## config.mk

```make
export PLATFORM = sky130hd
export DESIGN_NAME = dcache_data_array
export DESIGN_NICKNAME = d
export VERILOG_FILES = /design/src/design/dcache_pkg.sv /design/src/design/dcache_data_array.sv
export SDC_FILE = /design/constraint.sdc
export NUM_CORES = 2
export LEC_CHECK = 0
export BUFFER_PORTS_ARGS = -buffer_cell sky130_fd_sc_hd__buf_2
export CAP_MARGIN = 5
export CELL_PAD_IN_SITES_DETAIL_PLACEMENT = 1
export CELL_PAD_IN_SITES_GLOBAL_PLACEMENT = 2
export CORE_ASPECT_RATIO = 0.7
export CORE_MARGIN = 2
export CORE_UTILIZATION = 49
export DETAILED_ROUTE_END_ITERATION = 6
export PLACE_DENSITY_LB_ADDON = 0.05
export SYNTH_ARGS = -nofsm -noshare
export SYNTH_HDL_FRONTEND = slang
export SYNTH_SLANG_ARGS = --single-unit
```

## constraint.sdc

```tcl
create_clock -name clk -period 9 [get_ports clk]
set_input_delay 0.45 -clock clk [delete_from_list [all_inputs] [get_ports clk]]
set_output_delay 0.45 -clock clk [all_outputs]
set_load 0.02 [all_outputs]
```

## src/design/dcache_pkg.sv

```systemverilog
package dcache_pkg;

    // Cache geometry
    localparam int NUM_WAYS   = 2;
    localparam int NUM_SETS   = 16;
    localparam int LINE_WORDS = 4;

    localparam int WAY_BITS  = $clog2(NUM_WAYS);
    localparam int SET_BITS  = $clog2(NUM_SETS);
    localparam int WORD_BITS = $clog2(LINE_WORDS);
    localparam int TAG_BITS  = 32 - SET_BITS - WORD_BITS - 2;
    localparam int LINE_BITS = LINE_WORDS * 32;

    // Fixed AXI burst shape, one cache line of 32-bit beats
    localparam logic [1:0] AXI_BURST_INCR = 2'b01;
    localparam logic [2:0] AXI_SIZE_WORD  = 3'b010;
    localparam logic [7:0] AXI_LEN_LINE   = 8'(LINE_WORDS - 1);

    typedef struct packed {
        logic [TAG_BITS-1:0]  tag;
        logic [SET_BITS-1:0]  set;
        logic [WORD_BITS-1:0] word;
        logic [1:0]           byte_off;
    } dcache_addr_fields_t;

    // Same 32-bit address, seen whole or split into cache fields
    typedef union packed {
        logic [31:0]         addr;
        dcache_addr_fields_t fields;
    } dcache_addr_t;

endpackage

```

## src/design/dcache_data_array.sv

```systemverilog
`timescale 1ns/1ps

module dcache_data_array (
    input  logic                               clk,
    input  dcache_pkg::dcache_addr_t           addr,
    input  logic [dcache_pkg::WAY_BITS-1:0]    way,
    input  logic                               rd_en,
    input  logic                               fill_en,
    input  logic [dcache_pkg::LINE_BITS-1:0]   fill_line,
    input  logic                               store_en,
    input  logic [31:0]                        store_data,
    input  logic [3:0]                         store_strb,
    output logic [31:0]                        rd_word,
    output logic [dcache_pkg::LINE_BITS-1:0]   rd_line
);

    logic [dcache_pkg::LINE_BITS-1:0] lines [dcache_pkg::NUM_WAYS * dcache_pkg::NUM_SETS];
    logic [dcache_pkg::WAY_BITS+dcache_pkg::SET_BITS-1:0] idx;
    logic [dcache_pkg::LINE_BITS-1:0] merged_line;

    assign idx = {way, addr.fields.set};

    // Byte lanes of the store replace the addressed word in place
    always_comb begin
        merged_line = lines[idx];
        for (int b = 0; b < 4; b++) begin
            if (store_en && store_strb[b])
                merged_line[addr.fields.word*32 + b*8 +: 8] = store_data[b*8 +: 8];
        end
    end

    always_ff @(posedge clk) begin
        if (fill_en)
            lines[idx] <= fill_line;
        else if (store_en)
            lines[idx] <= merged_line;
    end

    // Read returns the new data when a store hits in the same cycle
    always_ff @(posedge clk) begin
        if (rd_en) begin
            rd_line <= merged_line;
            rd_word <= merged_line[addr.fields.word*32 +: 32];
        end
    end

endmodule

```

Word-level counts from Yosys, hierarchy flattened
Memory sizes are Yosys's and may differ from the RTL's.
Index checks and enable logic that the tools add are counted.
{"block": "totals", "ff_bits": 160, "ram_bits": 4096, "input_bits": 201, "output_inout_bits": 160, "wordCells": 38, "n_memories": 1}
{"memory": "lines", "words": 32, "word_bits": 128, "read_ports": 1, "rd_clocked_by_memory_dff": 0, "wr": 1, "line_no": "dcache_data_array.sv:17", "text": "logic [dcache_pkg::LINE_BITS-1:0] lines [dcache_pkg::NUM_WAYS * dcache_pkg::NUM_SETS];"}
{"block": "op_classes", "addsub": 7, "n_shift": 9, "n_mux": 14, "n_bitwise": 1, "n_reduce_logical": 4}
{"op": "two-way mux 128 bit", "count": 5}
{"op": "bitwise mux 128 bit", "count": 4}
{"op": "variable shift 8 x 34 -> 128 bit (first input constant)", "count": 4}
{"op": "indexed part select 8 x 34 -> 128 bit", "count": 4}
{"op": "indexed part select 128 x 8 -> 32 bit", "count": 1}
{"op": "negation 8 -> 34 bit", "count": 3}
{"op": "negation 7 -> 34 bit", "count": 1}
{"op": "adder 7 x 5 -> 8 bit (second input constant)", "count": 2}
{"op": "adder 7 x 4 -> 8 bit (second input constant)", "count": 1}
{"op": "two-way mux 1 bit", "count": 5}
{"op": "logical AND 1 bit", "count": 4}
{"op": "bitwise OR 1 bit", "count": 1}

Longest topological paths before layout
{"block": "logic_depth", "depth_word": 11, "mapped_depth": 12, "ltp_nobuf": 9}

Worst setup path before layout
OpenSTA, ideal clock, no wires.
{"block": "synth_timing", "path_type": "input to register", "from": "input addr[5] (netlist bit)", "to": "memory lines[11][0] (netlist bit) (enable)", "setup_ps": 617, "arrival_ps": 7057, "required_time_ps": 8383, "path_slack_ps": 1326, "stages": 8, "path_buffers": 6, "path_cell_list": "buf_4 buf_6 buf_4 buf_4 buf_2 buf_2 o211ai_1 nor2_1"}
{"element": "from (decl)", "line_no": "dcache_data_array.sv:5", "text": "input dcache_pkg::dcache_addr_t addr,"}
{"element": "to (decl)", "line_no": "dcache_data_array.sv:17"}
No word-level cell before the write port.

Final worst setup path
{"block": "layout_timing", "from": "input addr[6] (netlist bit)", "to": "register rd_word[29], data pin"}
{"block": "layout_between", "elab_chain_len": 10}
{"element": "memory read (32 x 128 bit) (*)"}
{"element": "bitwise mux 128 bit", "line_no": "dcache_data_array.sv:28", "text": "merged_line[addr.fields.word*32 + b*8 +: 8] = store_data[b*8 +: 8];"}
{"element": "two-way mux 128 bit (*)", "line_no": "dcache_data_array.sv:27", "text": "if (store_en && store_strb[b])"}
{"element": "bitwise mux 128 bit", "line_no": "dcache_data_array.sv:28"}
{"element": "two-way mux 128 bit (*)", "line_no": "dcache_data_array.sv:27"}
{"element": "bitwise mux 128 bit", "line_no": "dcache_data_array.sv:28"}
{"element": "two-way mux 128 bit (*)", "line_no": "dcache_data_array.sv:27"}
{"element": "bitwise mux 128 bit", "line_no": "dcache_data_array.sv:28"}
{"element": "two-way mux 128 bit (*)", "line_no": "dcache_data_array.sv:27"}
{"element": "via merged_line (one bit)", "line_no": "dcache_data_array.sv:19", "text": "logic [dcache_pkg::LINE_BITS-1:0] merged_line;"}
{"element": "indexed part select 128 x 8 -> 32 bit (*)", "line_no": "dcache_data_array.sv:43", "text": "rd_word <= merged_line[addr.fields.word*32 +: 32];"}
{"element": "to (signal assigned)", "line_no": "dcache_data_array.sv:43"}
{"element": "to (decl)", "line_no": "dcache_data_array.sv:13", "text": "output logic [31:0] rd_word,"}
The timed path passes the listed nets; every way through them passes the cells marked *.
A chain may end at the register's enable or synchronous reset.

==> flow_summary.yaml <==
synthesis:
  synthTopCellsByArea: "edfxtp_1 (78%), mux2i_1 (6.8%), mux4_2 (6.4%), o22ai_1 (1.6%), buf_6 (0.74%)"
  syn_inst: 8215
  netlist_area_sq_mm: 0.164
  yosysTopAreaCellShare: 0.777
  synth_nets: 8422
  synth-edff-count: 4256
  synth_warnings: 0
  synth_seq_area_share: 0.777
  yosysUniqueCellTypes: 80
  synth_area_per_cell_sq_um: 20.0
  async_reset_ff_frac: 0
  synth_seq_cells: 4256
  yosysTopAreaCell: "edfxtp_1"
  synth_flop_cell: "edfxtp_1"
critical_path:
  cp-end-kind: "flip-flop"
  crit_path_max_incr_delay_ns: 0.95
  crit_cells: 10
  path_class: "in2reg"
  cpMostUsedCell: "buf_4"
  reg2regPathDepth: 5
  crit_path_cell_trace: "buf_4 > buf_4 > or4b_4 > buf_4 > o21ai_0 > or4_1 > a21oi_1 > a21oi_1 > a22oi_1 > nand2_1"
  crit_slowest_cell: "a22oi_1"
  critPathLaunchType: "primary input"
  crit_buf_inv: 3
  crit_arrival_ns: 5.31
  cp_data_required_time_ns: 9.63
  crit_family: "buffers and inverters"
  path_max_fanout: 33
floorplanning:
  die_y_microns: 489
  ioPinCount: 361
  dieArea_sq_mm: 0.340
  die_w_microns: 696
  rows: 177
  core-area_sq_mm: 0.333
  initial_core_util: 0.494
clocking:
  ctsHoldBuffers: 0
  clk_latency_ns: 0.95
  cts.sinks: 4256
  cts_buffers: 407
  post_cts_buffers: 0
  cts.htree.levels: 5
  cts-root-buf: "clkbuf_16"
  cts_tree: "yes"
  path_clk_slew_ns: 0.07
  cts_buffer_depth: 4
  ctsResizeCount: 0
pwr:
  peakVddDrop_mv: 0.146
  power.density_mw_per_mm2: 229
  leakagePower_uw: 0.0616
status:
  status: "completed"
place:
  gp_congestion: 0.819
  port_buffers: 334
  dp_hpwl_microns: 338000
  post_dp_cell_area_sq_mm: 0.172
sta:
  hold_violations: 0
  totalNegativeSetupSlack_ns: 0
  skew_ns: 0.0375
  slew_violations: 0
  timing.final.crit_share: 0.520
  holdWs_ns: 0.0827
  post-route-min-period_ns: 4.68
  fmax_ghz: 0.214
  slew_headroom: 0.0926
  finalSetupViolations: 0
  tightest_slew_ns: 1.36
  grt_setup_unrepaired: "no"
global_routing:
  grt_max_degree: 115
  grt_util_all_layers: 0.362
  grt_pass1_vias: 91000
  antenna_found_initial: 87
  grt_pass1_wl_microns: 824000
  grt-ovfl-total: 0
min_path:
  hp-class: "in2reg"
  hold_depth: 3
routing:
  drc_errors: 0
  wl_microns: 621000
  vias: 94600
  wl_per_cell_microns: 45.5
  ant_nets: 0
  drt_iter0_drc: 15700
  drtPass1Iterations: 5
  viasPerCell: 6.92
cells_and_area:
  syn_to_final_growth_pct: 12.5
  fill_cells: 28900
  final_util: 0.556
  fin_area_sq_mm: 0.185
  drive_gt1_frac: 0.208
  num-nets-final: 9032
flow_run:
  maxCapViolCount: 0
==> per-stage QoR <==
step | worst slack, ns | std cells | total power [uW]
final | 4.32 | 13700 | 42400
after global routing | 4.38 | 13600 | 43300
after CTS | 4.47 | 13600 | 42400
after detailed placement | 3.46 | 12900 | 26000
after global placement | 3.42 | 12900 | 25900
after floorplan | 1.33 | 8215 | 24500
==> kinds of logic after synthesis <==
logic type                 share of synthesized area
and+or+nand+nor                               0.0185
muxes                                          0.139
adders and majority gates                   0.000457
buffers and inverters                         0.0195
AOI/OAI and AO/OA                             0.0455
DFF                                            0.777
==> state kept, by name (all words and copies together), names as in the netlist <==
name     flops
lines     4096
rd_line    128
rd_word     32
==> Yosys cell counts (4+ instances only) <==
| library cell | n |
|---|---|
| buf_4 | 94 |
| inv_1 | 30 |
| buf_1 | 8 |
| a211oi_1 | 32 |
| clkbuf_1 | 103 |
| nor2_2 | 5 |
| and3_1 | 8 |
| a221oi_1 | 28 |
| and2_1 | 5 |
| nand2_1 | 187 |
| mux2_2 | 107 |
| nand2b_1 | 4 |
| edfxtp_1 | 4256 |
| nor2_1 | 185 |
| o21ai_0 | 148 |
| o31ai_1 | 8 |
| a211o_1 | 7 |
| ha_1 | 6 |
| o22ai_1 | 420 |
| a22oi_1 | 160 |
| mux2i_1 | 1112 |
| a31oi_2 | 8 |
| a21oi_1 | 172 |
| nand3_1 | 21 |
| or4_1 | 37 |
| nor2b_1 | 14 |
| a2111oi_0 | 4 |
| a221o_1 | 6 |
| o211ai_1 | 9 |
| nor4_1 | 85 |
| o22a_1 | 6 |
| mux4_2 | 464 |
| or4b_1 | 4 |
| a31o_2 | 9 |
| nand4bb_1 | 6 |
| o21ai_1 | 7 |
| a31oi_1 | 73 |
| buf_2 | 143 |
| a21o_1 | 8 |
| a22o_1 | 29 |
| nor3_1 | 36 |
| buf_6 | 108 |
==> power breakdown <==
part | internal [uW] | total [uW] | switching (uW)
combinational | 781 | 3080 | 2300
sequential | 22500 | 22600 | 109
clock | 9220 | 16800 | 7540
total | 32500 | 42400 | 9950
==> per-layer routing <==
layer / wire length, microns / vias to the layer above / global-route usage
met5: 136 / - / 0
met4: 24500 / 20 / 0.126
met3: 70600 / 996 / 0.0747
met2: 277000 / 6307 / 0.538
met1: 249000 / 51900 / 0.536
li1: - / 35300 / -
==> worst reg2reg max path: stages (launching register included) <==
cell      delay [ns]
edfxtp_1        0.39
mux4_2          0.49
a22o_1          0.21
nor4_1          0.66
a21oi_1         0.51
mux2_2          0.65
==> layout by cell type (no fill, tap or decap), types with 12 or more instances in the layout <==
cell          n
nor2_1      141
nor3_1       32
nor2_4       44
clkbuf_16   414
a211oi_1     32
o21ai_1      19
mux2_2      107
edfxtp_1   4256
nand3_1      12
diode_2      43
mux2i_1    1112
buf_12       49
a21oi_1     172
a31oi_1      65
inv_1        29
bufinv_16    29
a31oi_2      16
a22o_1       29
buf_4       274
o21ai_0     124
nor4_1       84
a221oi_1     28
a22oi_1     160
nand2_1     187
or4_1        36
clkbuf_1     76
clkinv_1    110
mux4_2      464
buf_2       328
o21ai_2      12
clkinv_2     75
o22ai_1     420
==> final timing paths <==
path                                      from              to  slack (ns)
worst max-delay path                   addr[6]     rd_word[29]        4.32
worst min-delay path            store_data[27]    rd_line[123]        0.08
worst max register to register  lines[15][119]  lines[27][119]        5.73
worst min register to register  lines[31][123]    rd_line[123]        0.90
==> area by class of cell <==
class                           count  area, sq um  share of cell area
Clock buffer                      490        10600              0.0575
Antenna cell                       43          108            0.000582
Timing Repair Buffer              659         4780              0.0258
Sequential cell                  4256       128000               0.691
Inverter                           32          120            0.000649
Tap cell                         4475         5600              0.0303
Multi-Input combinational cell   3469        34100               0.185
Clock inverter                    231         1840             0.00992
Power figures use the tool's default switching activity.
