## src/design/dcache_pkg.sv

```systemverilog
package dcache_pkg;

    // Cache geometry
    localparam int NUM_WAYS   = 2;
    localparam int NUM_SETS   = 16;
    localparam int LINE_WORDS = 4;

    localparam int WAY_BITS  = $clog2(NUM_WAYS);
    localparam int SET_BITS  = $clog2(NUM_SETS);
    localparam int WORD_BITS = $clog2(LINE_WORDS);
    localparam int TAG_BITS  = 32 - SET_BITS - WORD_BITS - 2;
    localparam int LINE_BITS = LINE_WORDS * 32;

    // Fixed AXI burst shape, one cache line of 32-bit beats
    localparam logic [1:0] AXI_BURST_INCR = 2'b01;
    localparam logic [2:0] AXI_SIZE_WORD  = 3'b010;
    localparam logic [7:0] AXI_LEN_LINE   = 8'(LINE_WORDS - 1);

    typedef struct packed {
        logic [TAG_BITS-1:0]  tag;
        logic [SET_BITS-1:0]  set;
        logic [WORD_BITS-1:0] word;
        logic [1:0]           byte_off;
    } dcache_addr_fields_t;

    // Same 32-bit address, seen whole or split into cache fields
    typedef union packed {
        logic [31:0]         addr;
        dcache_addr_fields_t fields;
    } dcache_addr_t;

endpackage

```

## src/design/dcache_tag_array.sv

```systemverilog
`timescale 1ns/1ps

module dcache_tag_array (
    input  logic                              clk,
    input  logic                              rst,
    input  dcache_pkg::dcache_addr_t          lookup_addr,
    input  logic                              fill_en,
    input  logic                              set_dirty,
    input  logic                              clear_dirty,
    output logic                              hit,
    output logic [dcache_pkg::WAY_BITS-1:0]   hit_way,
    output logic [dcache_pkg::WAY_BITS-1:0]   victim_way,
    output logic                              victim_dirty,
    output logic [dcache_pkg::TAG_BITS-1:0]   victim_tag
);

    logic [dcache_pkg::TAG_BITS-1:0] tag_mem [dcache_pkg::NUM_WAYS][dcache_pkg::NUM_SETS];
    logic [dcache_pkg::NUM_WAYS-1:0][dcache_pkg::NUM_SETS-1:0] valid_q;
    logic [dcache_pkg::NUM_WAYS-1:0][dcache_pkg::NUM_SETS-1:0] dirty_q;
    logic [dcache_pkg::WAY_BITS-1:0] rr_q;
    logic [dcache_pkg::NUM_WAYS-1:0] way_hit;
    logic [dcache_pkg::SET_BITS-1:0] set_idx;

    assign set_idx = lookup_addr.fields.set;

    // Tag compare of every way in the addressed set
    always_comb begin
        hit_way = '0;
        for (int w = 0; w < dcache_pkg::NUM_WAYS; w++) begin
            way_hit[w] = valid_q[w][set_idx] &&
                         (tag_mem[w][set_idx] == lookup_addr.fields.tag);
            if (way_hit[w])
                hit_way = w[dcache_pkg::WAY_BITS-1:0];
        end
    end

    assign hit          = |way_hit;
    assign victim_way   = rr_q;
    assign victim_dirty = dirty_q[rr_q][set_idx];
    assign victim_tag   = tag_mem[rr_q][set_idx];

    always_ff @(posedge clk) begin
        if (fill_en)
            tag_mem[rr_q][set_idx] <= lookup_addr.fields.tag;
    end

    always_ff @(posedge clk) begin
        if (rst) begin
            valid_q <= '0;
            dirty_q <= '0;
            rr_q    <= '0;
        end else begin
            // A fill lands in the victim way, then the pointer moves on
            if (fill_en) begin
                valid_q[rr_q][set_idx] <= 1'b1;
                dirty_q[rr_q][set_idx] <= 1'b0;
                rr_q                   <= rr_q + 1'b1;
            end
            if (set_dirty)
                dirty_q[hit_way][set_idx] <= 1'b1;
            // Victim has been written back to memory
            if (clear_dirty)
                dirty_q[rr_q][set_idx] <= 1'b0;
        end
    end

endmodule

```

## config.mk

```make
export PLATFORM = sky130hd
export DESIGN_NAME = dcache_tag_array
export DESIGN_NICKNAME = d
export VERILOG_FILES = /design/src/design/dcache_pkg.sv /design/src/design/dcache_tag_array.sv
export SDC_FILE = /design/constraint.sdc
export NUM_CORES = 1
export LEC_CHECK = 0
export BUFFER_PORTS_ARGS = -buffer_cell sky130_fd_sc_hd__buf_2
export CORE_ASPECT_RATIO = 0.5
export CORE_UTILIZATION = 56
export CTS_CLUSTER_DIAMETER = 200
export DETAILED_ROUTE_END_ITERATION = 10
export GPL_ROUTABILITY_DRIVEN = 0
export HOLD_SLACK_MARGIN = 0.03
export PLACE_DENSITY = 0.86
export SYNTH_ARGS = -nofsm -noshare
export SYNTH_HDL_FRONTEND = slang
export SYNTH_SLANG_ARGS = --single-unit
```

## constraint.sdc

```tcl
create_clock -name clk -period 3.1 [get_ports clk]
set_input_delay 0 -clock clk [delete_from_list [all_inputs] [get_ports clk]]
set_output_delay 0 -clock clk [all_outputs]
set_load 0.02 [all_outputs]
```

; Word-level counts from Yosys, hierarchy flattened
; Memories as Yosys holds them, arrays and structs flattened. A register that Yosys moved wholly into a read port is not among the register bits.
; Cells that the tools add are included.
[totals]
latchBits = 0
inputBits = 37
n_memories = 1
word_cells = 65
regBits = 65
output_inout_bits = 28
mem_bits_rw = 768
rom_bits = 0
[op_classes]
multipliers = 0
magnitude_cmp = 8
mux = 35
n_div = 0
add_sub_neg = 1
bitwise = 6
eq_ne = 2
n_reduce_logical = 7
shifts = 0
[mem_list]
columns = name, depth, width, rd, rd_clocked_by_memory_dff, write_ports, line_no
row1 = tag_mem, 2, 384, 3, 1, 1, dcache_tag_array.sv:17  ; logic [dcache_pkg::TAG_BITS-1:0] tag_mem [dcache_pkg::NUM_WAYS][dcache_pkg::NUM_SETS];
[op_table]
columns = operator, count
row1 = 384-bit two-way mux, 1
row2 = 24-bit binary-select mux with 4-bit select, 3
row3 = 24-bit two-way mux, 7
row4 = 32-bit two-way mux, 5
row5 = 24-bit demux with 4-bit select, 1
row6 = 32-bit AND, 2
row7 = 16-bit two-way mux, 4
row8 = 32-bit OR, 2
row9 = 24-bit == test, 2
row10 = 16-bit demux with 1-bit select, 2
row11 = 32-bit NOT, 1
row12 = 1-bit binary-select mux with 4-bit select, 3
row13 = 1-bit two-way mux, 8
row14 = 1-bit logical AND, 6
row15 = "5-bit greater-or-equal comparator, second input constant", 1
row16 = "4-bit by 5-bit less-than comparator with 1-bit output, second input constant", 1
row17 = "5-bit by 1-bit less-than comparator with 1-bit output, second input constant", 1
row18 = 4-bit NOT with 5-bit output, 1
row19 = 1-bit demux with 4-bit select, 1
row20 = "4-bit by 1-bit greater-or-equal comparator with 1-bit output, second input constant", 1
row21 = "1-bit by 2-bit less-than comparator with 1-bit output, second input constant", 2
row22 = "1-bit greater-or-equal comparator, second input constant", 2
row23 = 2-bit OR reduction, 1
row24 = "1-bit adder, second input constant", 1

; Logic depth before layout (Yosys ltp)
[logic_depth]
depth_word = 16
mapped_depth = 15
depth_no_buf = 9

; Worst setup path after synthesis
; Ideal clock, no wire load.
[synth_timing]
path_kind = input to register
from = input port lookup_addr[6] (netlist bit)
to = memory tag_mem[0][24] (netlist bit), enable pin
path_stages = 9
n_path_buf = 7
t_required_ns = 2.694
setup_time_ns = 0.406
setup_slack_ns = -0.064
arrival_time_ns = 2.758
cell_sequence = buf_4 > buf_4 > buf_4 > buf_4 > buf_4 > clkbuf_1 > buf_1 > nand3_1 > nor2_1
[synth_via]
elab_chain_cells = 6
elab_cells_between_ends = 7
cone_classes = 2 x order compare / 3 x mux / 1 x bitwise / 1 x reduce/logical
[synth_rtl]
columns = item, line_no
row1 = "start, declared", dcache_tag_array.sv:6  ; input dcache_pkg::dcache_addr_t lookup_addr,
row2 = 4-bit NOT with 5-bit output (implied by the code) *, dcache_tag_array.sv:44  ; tag_mem[rr_q][set_idx] <= lookup_addr.fields.tag;
row3 = 5-bit greater-or-equal comparator (implied by the code) or 5-bit by 1-bit less-than comparator with 1-bit output (tied branches), dcache_tag_array.sv:44
row4 = 1-bit logical AND (implied by the code), dcache_tag_array.sv:44
row5 = 24-bit two-way mux (implied by the code), dcache_tag_array.sv:44
row6 = 24-bit demux with 4-bit select *, dcache_tag_array.sv:44
row7 = 384-bit two-way mux (implied by the code) *, dcache_tag_array.sv:44
row8 = "end, declared", dcache_tag_array.sv:17
; Every way passes the cells marked *; elsewhere a longest branch is shown, timed or not.

==> metrics.md <==
| Metric | Value |
|---|---|
| Sequential-to-total area share from yosys stat | `70.9%` |
| Required time of the critical path | `3100 ps` |
| Fin util | `66.5%` |
| Largest net degree at the start of global routing | `67` |
| Synth Flop Type | `edfxtp_1` |
| Fillers | `3416` |
| Die height | `177 µm` |
| Post-synthesis adder-cell area fraction | `0%` |
| GR Overflow Total | `0` |
| Leak pwr | `13.4 nW` |
| Starting Density | `57.3%` |
| Starting DRT DRC Count | `4301` |
| Hold Path End | `tag_mem[1][211]` |
| Setup Crit Path Kind | `reg -> out` |
| Worst-case reg-to-reg path depth | `12` |
| Die Wd | `353 µm` |
| CTS max path bufs | `3` |
| Max_cap viols | `0` |
| Fin crit period | `3580 ps` |
| Gr usage total | `32.1%` |
| Largest family of logic cells by synthesized area | `multiplexers` |
| Crit end category | `primary output` |
| CTS Root Cell | `clkbuf_16` |
| Violated checks | `setup timing` |
| Syn_area_per_cell | `18.1 µm²` |
| Slew Limit Fails | `0` |
| Fin worst setup slack | `-483 ps` |
| I/O Pins | `65` |
| Netlist cell types | `63` |
| Worst slew pin tran | `1320 ps` |
| PD cells | `592 nW/µm²` |
| Synth Area in Compound Gates | `4.59%` |
| Mux cell area share after synthesis | `17.3%` |
| First-pass GRT wire length | `143 mm` |
| Fraction of layout cells with a size suffix above 1 | `29.8%` |
| Post-layout nets | `2173` |
| Rel. slew slack | `12.0%` |
| Number of global-route vias before repair | `20800` |
| Number of synthesized flops with an enable pin | `768` |
| Final Hold Fails | `0` |
| Area of placed instances | `37000 µm²` |
| DR pass1 iterations | `6` |
| Die area | `62500 µm²` |
| Routed WL per cell | `33.6 µm` |
| Critical path arrival | `3580 ps` |
| Vias | `21500` |
| Min-delay src | `lookup_addr[27]` |
| Hold Crit Class | `in -> reg` |
| Mapped Cells | `1900` |
| CTS tree | `done` |
| Clock skew | `18.5 ps` |
| Final period util | `116%` |
| Synth Area in Simple Gates | `3.82%` |
| Crit Path Max Fanout | `3` |
| Initial antenna violation count | `1` |
| Area growth syn-to-layout | `15.9%` |
| Maximum vdd drop | `0.435 mV` |
| Reg2reg end | `dirty_q[30]` |
| Routed wire length | `101 mm` |
| CORE AREA | `60000 µm²` |
| Startpoint types | `flip-flop` |
| Post-synth net total | `1937` |
| Reg2reg setup slack | `-350 ps` |
| DR DRC count | `0` |
| Clock Sinks | `834` |
| Antenna Nets Post-Route | `0` |
| Seq cells post-synth | `834` |
| Design area | `39900 µm²` |
| Yosys synthesis warning count | `0` |
| RSZ-0062 raised after global routing | `true` |
| Via/cell ratio | `7.15` |
| Xor/xnor share of the synthesized area | `1.32%` |
| # rows | `63` |
| Setup-failing EPs final | `24` |
| FFs w/ async S/R, synth | `0%` |
| Port-buffer cells | `60` |
| Outcome | `finished with violations` |
| Worst r2r src | `tag_mem[1][70]` |
| Cell Area, Synth | `34400 µm²` |
| H-tree levels | `3` |
| Fmax achieved | `279 MHz` |
| CTS Buf Count | `72` |
| Clock slew at reported path FFs | `60 ps` |
| Post-DP HPWL | `57.3 mm` |
| Clk_lat worst skew | `620 ps` |
| Hold path depth | `1` |
-- placed cells by master (no fill, tap or decap), types with 51 or more instances in the layout --
cell type  synthesis  routed
edfxtp_1         768     768
mux4_2           176     176
buf_4             21     145
mux2i_1          136     135
nor2_1           134     101
clkbuf_16          0      73
nand2_1           72      71
o21ai_0           69      66
dfxtp_1           66      66
buf_2             22      55
mux2_2            53      51
-- kinds of logic after synthesis --
group | count (synthesis)
compound gates | 217
xor+xnor | 52
buf+inv | 136
flops | 834
mux | 366
simple gates | 295
-- worst max-delay path: stages, from the launching register on --
cell and delay (ps):
edfxtp_1 430, mux4_2 500, mux2_4 330, mux2i_2 200, xor2_1 310, o2111ai_2 200
a2111oi_4 290, o2111ai_4 210, inv_2 160, a41o_1 190, buf_6 140
-- per-stage QoR --
stage / setup TNS (ps) / setup slack, ps / hold slack [ps] / instances / power (mW)
2_1_floorplan: -11510 / -64.1 / 98.9 / 1900 / 13.6
3_3_place_gp: -43.7 / -43.7 / 294 / 2838 / 14.4
3_5_place_dp: -240 / -94.6 / 282 / 2838 / 14.5
4_1_cts: -2530 / -384 / 33.4 / 3000 / 23.4
5_1_grt: -6280 / -481 / 64.1 / 3003 / 24.0
6_report: -5800 / -483 / 48.4 / 3004 / 23.6
-- layout make-up --
class                   instances  area, µm²  share of cell area [%]
clock buffers                  90       1950                    4.89
multi-input cells             930       9590                    24.0
repair buffers                272       2450                    6.15
well taps                     812       1020                    2.55
flip-flops and latches        834      24400                    61.1
diodes                          1       2.50                 0.00627
clock inverters                39        390                   0.979
inverters                      26       97.6                   0.245
-- registers in the layout, indices dropped and copies added (netlist names), named ones only --
name and count:
victim_way 1, valid_q 32, tag_mem 768, dirty_q 32
-- how the worst max path moves through the flow --
stage,startpoint,end,slack [ps],cells after the start
after CTS,tag_mem[0][291],hit,-380,9
final,tag_mem[1][70],hit,-480,10
after global placement,lookup_addr[4],hit,-40,11
after detailed placement,lookup_addr[4],hit,-90,13
after global routing,tag_mem[1][22],hit,-480,10
after floorplan,lookup_addr[6],tag_mem[0][24],-60,9
-- power by group --
group	switching (mW)	leakage, nW	internal [mW]	total, mW
sequential	0.0300	7.45	12.4	12.4
combinational	1.29	4.77	0.754	2.04
clock	4.16	1.15	5.01	9.17
-- cells in the mapped netlist (9+ instances only) --
cell type	number	area [µm²]
buf_4	21	158
buf_6	11	124
o21ai_0	69	345
mux2_2	53	597
nand2b_1	9	56.3
mux4_2	176	3960
nor2_1	134	503
xnor2_1	30	263
nand3_1	14	70.1
a21oi_1	13	65.1
nand2_1	72	270
buf_1	10	37.5
o31ai_2	10	125
a221oi_1	21	184
o21ai_1	9	45.0
mux2i_1	136	1360
o22ai_1	16	100
edfxtp_1	768	23100
a22o_1	14	123
inv_1	25	93.8
buf_2	22	110
a22oi_1	16	120
clkbuf_1	44	165
xor2_1	22	193
nor2b_1	34	213
dfxtp_1	66	1320
-- metal layers --
metal	vias up	wire [µm]	global-route usage, %
li1	8077	-	-
met1	10600	33000	41.9
met2	2331	45500	49.0
met3	511	16500	10.5
met4	0	5900	16.0
met5	-	0	0
-- what timing repair did --
| item | CTS | global route |
|---|---|---|
| resized for setup | 11 | 28 |
| pin swaps | 7 | 7 |
| setup endpoints to repair | 2 | 33 |
| setup buffers | 5 | 6 |
| hold buffers | 28 | 0 |
| gates cloned | 0 | 0 |
| endpoints found under the hold margin | 577 | 0 |
(Power assumes the default switching activity.)
