## src/design/dcache_pkg.sv

```systemverilog
package dcache_pkg;

    // Cache geometry
    localparam int NUM_WAYS   = 2;
    localparam int NUM_SETS   = 16;
    localparam int LINE_WORDS = 4;

    localparam int WAY_BITS  = $clog2(NUM_WAYS);
    localparam int SET_BITS  = $clog2(NUM_SETS);
    localparam int WORD_BITS = $clog2(LINE_WORDS);
    localparam int TAG_BITS  = 32 - SET_BITS - WORD_BITS - 2;
    localparam int LINE_BITS = LINE_WORDS * 32;

    // Fixed AXI burst shape, one cache line of 32-bit beats
    localparam logic [1:0] AXI_BURST_INCR = 2'b01;
    localparam logic [2:0] AXI_SIZE_WORD  = 3'b010;
    localparam logic [7:0] AXI_LEN_LINE   = 8'(LINE_WORDS - 1);

    typedef struct packed {
        logic [TAG_BITS-1:0]  tag;
        logic [SET_BITS-1:0]  set;
        logic [WORD_BITS-1:0] word;
        logic [1:0]           byte_off;
    } dcache_addr_fields_t;

    // Same 32-bit address, seen whole or split into cache fields
    typedef union packed {
        logic [31:0]         addr;
        dcache_addr_fields_t fields;
    } dcache_addr_t;

endpackage

```

## src/design/line_xfer_if.sv

```systemverilog
`timescale 1ns/1ps

interface line_xfer_if;

    logic                              rd_start;
    logic                              wr_start;
    logic [31:0]                       line_addr;
    logic [dcache_pkg::LINE_BITS-1:0]  wr_line;
    logic [dcache_pkg::LINE_BITS-1:0]  rd_line;
    logic                              done;

    // Controller side issues the start pulses and waits for done
    modport ctrl (
        output rd_start, wr_start, line_addr, wr_line,
        input  rd_line, done
    );

    modport burst (
        input  rd_start, wr_start, line_addr, wr_line,
        output rd_line, done
    );

endinterface

```

## src/design/dcache_ctrl.sv

```systemverilog
`timescale 1ns/1ps

module dcache_ctrl (
    input  logic                               clk,
    input  logic                               rst,
    input  logic                               req_valid,
    input  logic                               req_store,
    input  logic [31:0]                        req_addr,
    input  logic [31:0]                        req_wdata,
    input  logic [3:0]                         req_wstrb,
    output logic                               req_ready,
    output logic                               resp_valid,
    output logic [31:0]                        resp_rdata,
    output dcache_pkg::dcache_addr_t           lookup_addr,
    input  logic                               hit,
    input  logic [dcache_pkg::WAY_BITS-1:0]    hit_way,
    input  logic [dcache_pkg::WAY_BITS-1:0]    victim_way,
    input  logic                               victim_dirty,
    input  logic [dcache_pkg::TAG_BITS-1:0]    victim_tag,
    output logic                               tag_fill_en,
    output logic                               set_dirty,
    output logic                               clear_dirty,
    output logic [dcache_pkg::WAY_BITS-1:0]    data_way,
    output logic                               data_rd_en,
    output logic                               data_fill_en,
    output logic                               store_en,
    output logic [31:0]                        store_data,
    output logic [3:0]                         store_strb,
    input  logic [dcache_pkg::LINE_BITS-1:0]   rd_line,
    input  logic [31:0]                        rd_word,
    line_xfer_if.ctrl                          xfer
);

    typedef enum logic [2:0] {
        ST_IDLE,
        ST_LOOKUP,
        ST_WRITEBACK,
        ST_REFILL,
        ST_FILL,
        ST_RESPOND
    } state_t;

    state_t                   state_q;
    logic                     ready_q;
    logic                     busy_q;
    dcache_pkg::dcache_addr_t addr_q;
    dcache_pkg::dcache_addr_t line_addr;
    logic                     store_q;
    logic [31:0]              wdata_q;
    logic [3:0]               wstrb_q;

    // Accepted request is held until the response
    always_ff @(posedge clk) begin
        if (req_valid && ready_q) begin
            addr_q.addr <= req_addr;
            store_q     <= req_store;
            wdata_q     <= req_wdata;
            wstrb_q     <= req_wstrb;
        end
    end

    always_ff @(posedge clk) begin
        if (rst) begin
            state_q <= ST_IDLE;
            ready_q <= 1'b0;
            busy_q  <= 1'b0;
        end else begin
            case (state_q)
                ST_IDLE: begin
                    if (req_valid && ready_q) begin
                        ready_q <= 1'b0;
                        state_q <= ST_LOOKUP;
                    end else begin
                        ready_q <= 1'b1;
                    end
                end
                ST_LOOKUP: begin
                    if (hit)
                        state_q <= ST_RESPOND;
                    else if (victim_dirty)
                        state_q <= ST_WRITEBACK;
                    else
                        state_q <= ST_REFILL;
                end
                // One burst per state, started on entry and left on done
                ST_WRITEBACK, ST_REFILL: begin
                    if (xfer.done) begin
                        busy_q  <= 1'b0;
                        state_q <= (state_q == ST_WRITEBACK) ? ST_REFILL : ST_FILL;
                    end else begin
                        busy_q <= 1'b1;
                    end
                end
                ST_FILL:    state_q <= ST_LOOKUP;
                ST_RESPOND: state_q <= ST_IDLE;
                default:    state_q <= ST_IDLE;
            endcase
        end
    end

    // Write-back goes to the victim's line, refill to the requested line
    always_comb begin
        line_addr                 = addr_q;
        line_addr.fields.word     = '0;
        line_addr.fields.byte_off = '0;
        if (state_q == ST_WRITEBACK)
            line_addr.fields.tag = victim_tag;
    end

    assign xfer.line_addr = line_addr.addr;
    assign xfer.wr_line   = rd_line;
    assign xfer.wr_start  = (state_q == ST_WRITEBACK) && !busy_q;
    assign xfer.rd_start  = (state_q == ST_REFILL) && !busy_q;

    assign req_ready   = ready_q;
    assign resp_valid  = (state_q == ST_RESPOND);
    assign resp_rdata  = rd_word;
    assign lookup_addr = addr_q;

    // Miss reads the victim line, hit reads the requested word
    assign data_way     = (state_q == ST_LOOKUP && hit) ? hit_way : victim_way;
    assign data_rd_en   = (state_q == ST_LOOKUP);
    assign store_en     = (state_q == ST_LOOKUP) && hit && store_q;
    assign store_data   = wdata_q;
    assign store_strb   = wstrb_q;
    assign set_dirty    = store_en;
    assign clear_dirty  = (state_q == ST_WRITEBACK) && xfer.done;
    assign tag_fill_en  = (state_q == ST_FILL);
    assign data_fill_en = (state_q == ST_FILL);

endmodule

```

## src/flat_wrapper.sv

```systemverilog
// flat-port wrapper written by rule: the top's interface ports become plain ports
module dcache_ctrl_flat 
  (clk, rst, req_valid, req_store, req_addr, req_wdata, req_wstrb, req_ready, resp_valid, resp_rdata, lookup_addr, hit, hit_way, victim_way, victim_dirty, victim_tag, tag_fill_en, set_dirty, clear_dirty, data_way, data_rd_en, data_fill_en, store_en, store_data, store_strb, rd_line, rd_word, xfer_rd_start, xfer_wr_start, xfer_line_addr, xfer_wr_line, xfer_rd_line, xfer_done);
  line_xfer_if xfer_i ();
  input  logic clk;
  input  logic rst;
  input  logic req_valid;
  input  logic req_store;
  input  logic [31:0] req_addr;
  input  logic [31:0] req_wdata;
  input  logic [3:0] req_wstrb;
  output logic req_ready;
  output logic resp_valid;
  output logic [31:0] resp_rdata;
  output dcache_pkg::dcache_addr_t lookup_addr;
  input  logic hit;
  input  logic [dcache_pkg::WAY_BITS-1:0] hit_way;
  input  logic [dcache_pkg::WAY_BITS-1:0] victim_way;
  input  logic victim_dirty;
  input  logic [dcache_pkg::TAG_BITS-1:0] victim_tag;
  output logic tag_fill_en;
  output logic set_dirty;
  output logic clear_dirty;
  output logic [dcache_pkg::WAY_BITS-1:0] data_way;
  output logic data_rd_en;
  output logic data_fill_en;
  output logic store_en;
  output logic [31:0] store_data;
  output logic [3:0] store_strb;
  input  logic [dcache_pkg::LINE_BITS-1:0] rd_line;
  input  logic [31:0] rd_word;
  output wire logic [$bits(xfer_i.rd_start)-1:0] xfer_rd_start;
  output wire logic [$bits(xfer_i.wr_start)-1:0] xfer_wr_start;
  output wire logic [$bits(xfer_i.line_addr)-1:0] xfer_line_addr;
  output wire logic [$bits(xfer_i.wr_line)-1:0] xfer_wr_line;
  input wire logic [$bits(xfer_i.rd_line)-1:0] xfer_rd_line;
  input wire logic [$bits(xfer_i.done)-1:0] xfer_done;
  assign xfer_rd_start = xfer_i.rd_start;
  assign xfer_wr_start = xfer_i.wr_start;
  assign xfer_line_addr = xfer_i.line_addr;
  assign xfer_wr_line = xfer_i.wr_line;
  assign xfer_i.rd_line = xfer_rd_line;
  assign xfer_i.done = xfer_done;
  dcache_ctrl u_core (.clk(clk), .rst(rst), .req_valid(req_valid), .req_store(req_store), .req_addr(req_addr), .req_wdata(req_wdata), .req_wstrb(req_wstrb), .req_ready(req_ready), .resp_valid(resp_valid), .resp_rdata(resp_rdata), .lookup_addr(lookup_addr), .hit(hit), .hit_way(hit_way), .victim_way(victim_way), .victim_dirty(victim_dirty), .victim_tag(victim_tag), .tag_fill_en(tag_fill_en), .set_dirty(set_dirty), .clear_dirty(clear_dirty), .data_way(data_way), .data_rd_en(data_rd_en), .data_fill_en(data_fill_en), .store_en(store_en), .store_data(store_data), .store_strb(store_strb), .rd_line(rd_line), .rd_word(rd_word), .xfer(xfer_i));
endmodule
```

## config.mk

```make
export PLATFORM = sky130hd
export DESIGN_NAME = dcache_ctrl_flat
export DESIGN_NICKNAME = d
export VERILOG_FILES = /design/src/design/dcache_pkg.sv /design/src/design/line_xfer_if.sv /design/src/design/dcache_ctrl.sv /design/src/flat_wrapper.sv
export SDC_FILE = /design/constraint.sdc
export NUM_CORES = 1
export LEC_CHECK = 0
export ABC_AREA = 1
export BUFFER_PORTS_ARGS = -buffer_cell sky130_fd_sc_hd__buf_2
export CORE_AREA = 2 2 253 255
export DETAILED_ROUTE_END_ITERATION = 10
export DIE_AREA = 0 0 255 257
export PLACE_DENSITY_LB_ADDON = 0.1
export SLEW_MARGIN = 10
export SYNTH_ARGS = -nofsm -noshare
export SYNTH_HDL_FRONTEND = slang
export SYNTH_SLANG_ARGS = --single-unit
export TNS_END_PERCENT = 10
```

## constraint.sdc

```tcl
create_clock -name clk -period 3.7 [get_ports clk]
set_clock_uncertainty 0.05 [all_clocks]
set_input_delay 0.185 -clock clk [delete_from_list [all_inputs] [get_ports clk]]
set_output_delay 0.185 -clock clk [all_outputs]
set_load 0.02 [all_outputs]
```

## Yosys cells after proc, flatten, opt, wreduce, memory -nomap -nowiden

Index checks and enable logic that the tools add are counted.

| operators by class | value |
|---|---|
| muxes and demuxes | 10 |
| reduce and logical (&&, ||, !) cells | 10 |
| eq/ne operators | 7 |

Operator list:

| cell | count |
|---|---|
| 24-bit two-way mux | 1 |
| 3-bit two-way mux | 4 |
| 3-bit case mux with 4 select lines | 1 |
| 3-bit by 2-bit equality test with 1-bit output, second input constant | 2 |
| 3-bit equality test, second input constant | 2 |
| 1-bit logical AND | 6 |
| 1-bit two-way mux | 4 |
| 3-bit by 1-bit equality test with 1-bit output, second input constant | 1 |
| 3-bit zero test | 1 |
| 2-bit by 1-bit inequality test with 1-bit output, second input constant | 1 |
| 2-bit inequality test, second input constant | 1 |
| 2-bit AND reduction | 1 |
| 2-bit OR reduction | 1 |
| 1-bit zero test | 1 |

| word-level totals | value |
|---|---|
| logic and storage cells | 34 |
| output and inout bits | 271 |
| input bits | 389 |
| register bits after elaboration | 74 |

## Depth between registers and ports, before layout

| logic depth | value |
|---|---|
| depth after elaboration | 4 |
| depth in mapped cells | 8 |
| depth with buffers taken out | 7 |

## Least setup slack after synthesis

Ideal clock, no wire load.

| timing | value |
|---|---|
| path type | register to register |
| start | reg u_core.ready_q (netlist: u_core.req_ready) |
| end | reg u_core.addr_q, in the netlist u_core.lookup_addr[0], enable pin |
| stages on the path, launching flop included | 3 |
| setup time | 0.423 ns |
| data required time | 3.227 ns |
| arrival | 1.896 ns |
| clock period less this slack | 2.369 ns |
| slack | 1.331 ns |
| buffers on the path | 0 |
| cells stage by stage | dfxtp_1 -> nand2_1 -> inv_1 |

| between the ends | value |
|---|---|
| cells in the longest elaborated chain, start to end | 1 |

RTL lines:

| item | line | RTL |
|---|---|---|
| from (decl) | dcache_ctrl.sv:44 | `logic ready_q;` |
| from (signal assigned) | dcache_ctrl.sv:65 | `ready_q <= 1'b0;` |
| from (signal assigned) | dcache_ctrl.sv:71 | `ready_q <= 1'b0;` |
| from (signal assigned) | dcache_ctrl.sv:74 | `ready_q <= 1'b1;` |
| 1-bit logical AND | dcache_ctrl.sv:54 | `if (req_valid && ready_q) begin` |
| to (decl) | dcache_ctrl.sv:46 | `dcache_pkg::dcache_addr_t addr_q;` |

Every way passes these cells.
A chain may end at the register's enable or synchronous reset.

## Worst setup path after layout

| timing | value |
|---|---|
| start | reg u_core.state_q[1] |
| end | out xfer_line_addr[31] |

| between the ends | value |
|---|---|
| cells in the longest elaborated chain, start to end | 2 |

RTL lines:

| item | line | RTL |
|---|---|---|
| from (decl) | dcache_ctrl.sv:43 | `state_t state_q;` |
| from (signal assigned) | dcache_ctrl.sv:89 | `state_q <= (state_q == ST_WRITEBACK) ? ST_REFILL : ST_FILL;` |
| 3-bit by 2-bit equality test with 1-bit output | dcache_ctrl.sv:106 | `if (state_q == ST_WRITEBACK)` |
| 24-bit two-way mux | dcache_ctrl.sv:106 |  |
| to (decl) | flat_wrapper.sv:34 | `output wire logic [$bits(xfer_i.line_addr)-1:0] xfer_line_addr;` |

Every way passes these cells.

==> results.md <==
* TNS Setup at 0 ps
* Yosys cell types at 18
* Max_slew headroom at 29.7%
* Synth Area in Compound Gates at 0.746%
* Crit-path max cell delay at 500 ps
* Pleak at 2.27 nW
* Clk slew on worst S/H paths at 60 ps
* Synth Cell Area at 4030 sq um
* Clock period minus worst slack at 2280 ps
* Clk sinks at 74
* Ranking of synthesized cells by area: edfxtp_1 51%, buf_4 32%, mux2_4 6.3%, dfxtp_1 2.5%, mux2_2 2.0%
* Fin nets at 827
* M1 WL at 4690 um
* Syn avg cell area at 12.6 sq um
* Slowest cell on crit path: dfxtp_1
* Initial antenna violation count at 2
* Post-Syn Instances at 319
* Post-CTS Setup Inserts at 0
* Detailed Routing Iterations Pass 1 at 4
* Chip Height at 257 um
* RSZ-0062 raised after global routing: false
* Critical-path maximum fanout at 27
* Synthesis-to-finish area growth at 45.0%
* Min-Delay Path Class: in -> reg
* Max-slew violations at 0
* CP arrival at 2040 ps
* Post-synthesis simple-gate area fraction at 3.70%
* Clk root buf: clkbuf_16
* Die ar. at 65,500 sq um
* VDD IR max at 0.203 mV
* Overall Global Routing Usage at 5.72%
* Die Wd at 255 um
* Vias in the first global route at 3,051
* Sequential-to-total area share from yosys stat at 53.9%
* Port Buf Inserts at 207
* Power Dens Cells at 475 nW/um^2
* Placed Cells incl. Taps at 1,203
* Final Hold Fails at 0
* Cell Count, Final, Fillers Out at 1,290
* Post-synthesis adder-cell area fraction at 0%
* Max-Cap Viols at 0
* Mux contribution to synthesized area at 8.30%
* Ys Warns at 0
* Final Cell Area at 5840 sq um
* Starting DRC count in detailed routing at 94
* Placed cell area at 4830 sq um
* WL per Instance at 15.1 um
* I/O pins at 660
* Max Buffers Root-to-Sink at 2
* Share of cells above drive strength 1 at 57.1%
* CTS tree: built
* Final setup violating endpoints at 0
* Critical Path RT at 3460 ps
* WL final at 19,400 um
* First-pass GRT wire length at 24,900 um
* Nature of the critical path endpoint: primary output
* # DRC at 0
* Largest family of logic cells by synthesized area: buffers and inverters
* Cell taking the most area after synthesis: edfxtp_1
* Number of synthesized register bits at 74
* Crit share post-route at 61.6%
* HPWL Detailed at 16,400 um
* DR top layer: met5
* Crit-path cells: nand3_4 > mux2_2 > buf_2
* Worst setup SP type: flip-flop
* Clock Latency Late Sink at 350 ps
* # resized after CTS at 0
* Largest net degree at the start of global routing at 70
* GRT overflow at 0
* Via density at 2.12
* Fmax at 439 MHz
* Rows at 92
* Starting density of the core at 6.42%
* Routed met3 length at 3570 um
* DR vias at 2,736
* Core Footprint at 62,700 sq um
* Antenna-violating nets left at 0
* Routed wl met2 at 9380 um
* Cts bufs inserted at 9
* Outcome: complete, no violations
* Critical path class: reg -> out
* Area share of the largest cell type after synthesis at 51.5%
* H-Tree Depth at 3
* Placer Congestion at 0.729
* Final worst slack at 1420 ps
* Post-Synth XOR/XNOR Area at 0%
* Pre-CTS setup slack at 1750 ps
* Tightest Pin Transition at 1050 ps
* Post-route core utilization at 9.30%
[critical path, delay by kind of cell, from the launching register on]
| kind | cells | cell delay [ps] |
|---|---|---|
| DFF | 1 | 500 |
| muxes | 1 | 500 |
| and+or+nand+nor | 1 | 480 |
| buffers and inverters | 1 | 170 |
[layout make-up]
| class | instances | area, sq um |
|---|---|---|
| Clock buffer | 9 | 225 |
| Tap cell | 846 | 1060 |
| Antenna cell | 1 | 2.50 |
| Clock inverter | 7 | 75.1 |
| Sequential cell | 74 | 2170 |
| Timing Repair Buffer | 278 | 1740 |
| Multi-Input combinational cell | 67 | 528 |
| Inverter | 8 | 31.3 |
| Fill cell | 7257 | 56900 |
[worst paths after layout]
check                     from                endpoint  slack [ps]  depth (start not counted)
min                  xfer_done       u_core.state_q[1]         140                          4
min reg2reg   u_core.req_ready        u_core.req_ready         440                          2
max          u_core.state_q[1]      xfer_line_addr[31]        1420                          3
max reg2reg   u_core.req_ready  u_core.lookup_addr[23]        1950                          3
[flip-flops by register name, summed over array words and instances, names as in the netlist]
register	cells
u_core.req_ready	1
u_core.store_q	1
u_core.busy_q	1
u_core.store_strb	4
u_core.state_q	3
u_core.lookup_addr	32
u_core.store_data	32
[cell usage after synthesis (all sizes together)]
cell    count
edfxtp     69
o21ai       2
mux2       24
nand2      17
nand3       6
clkinv      1
dfxtp       5
conb        1
nor3        2
a21oi       4
buf       173
inv         7
nor2        8
[report_power, final]
part / total (mW) / switching [mW] / internal (mW)
combinational: 0.736 / 0.459 / 0.278
sequential: 1.12 / 0.0588 / 1.06
clock: 0.920 / 0.392 / 0.527
total: 2.77 / 0.910 / 1.86
[what timing repair did]
action | 4_1_cts | 5_1_grt
hold buffers | 70 | 0
endpoints found under the setup margin | 0 | 0
hold endpoints to repair | 72 | 0
[routing by layer]
layer | global-route usage, % | vias to the layer above
met5 | 0.150 | -
met4 | 5.73 | 2
met3 | 4.14 | 122
met2 | 9.68 | 298
met1 | 3.88 | 1189
li1 | - | 1125
[per-stage QoR]
step           hold WS, ps  power (mW)
5_1_grt                163        2.93
3_5_place_dp           313        1.83
6_report               144        2.77
4_1_cts                129        2.85
2_1_floorplan          204        1.80
3_3_place_gp           314        1.85
[layout by cell type, fill, tap and decap left out, drive strengths merged]
master       instances
nor2                 8
clkinv               5
edfxtp              69
conb                 4
nand3                6
nor3                 2
o21ai                2
bufinv               1
inv                  9
diode                1
dfxtp                5
dlygate4sd3         70
a21oi                4
nand2               17
mux2                24
buf                208
clkbuf               9
[cell families after synthesis]
kind of cell / after synthesis
buffers and inverters: 181
AND/OR/NAND/NOR: 33
flip-flops: 74
AO/OA/AOI/OAI: 6
other: 1
multiplexers: 24
No activity file was read; power rests on OpenSTA's default activity.
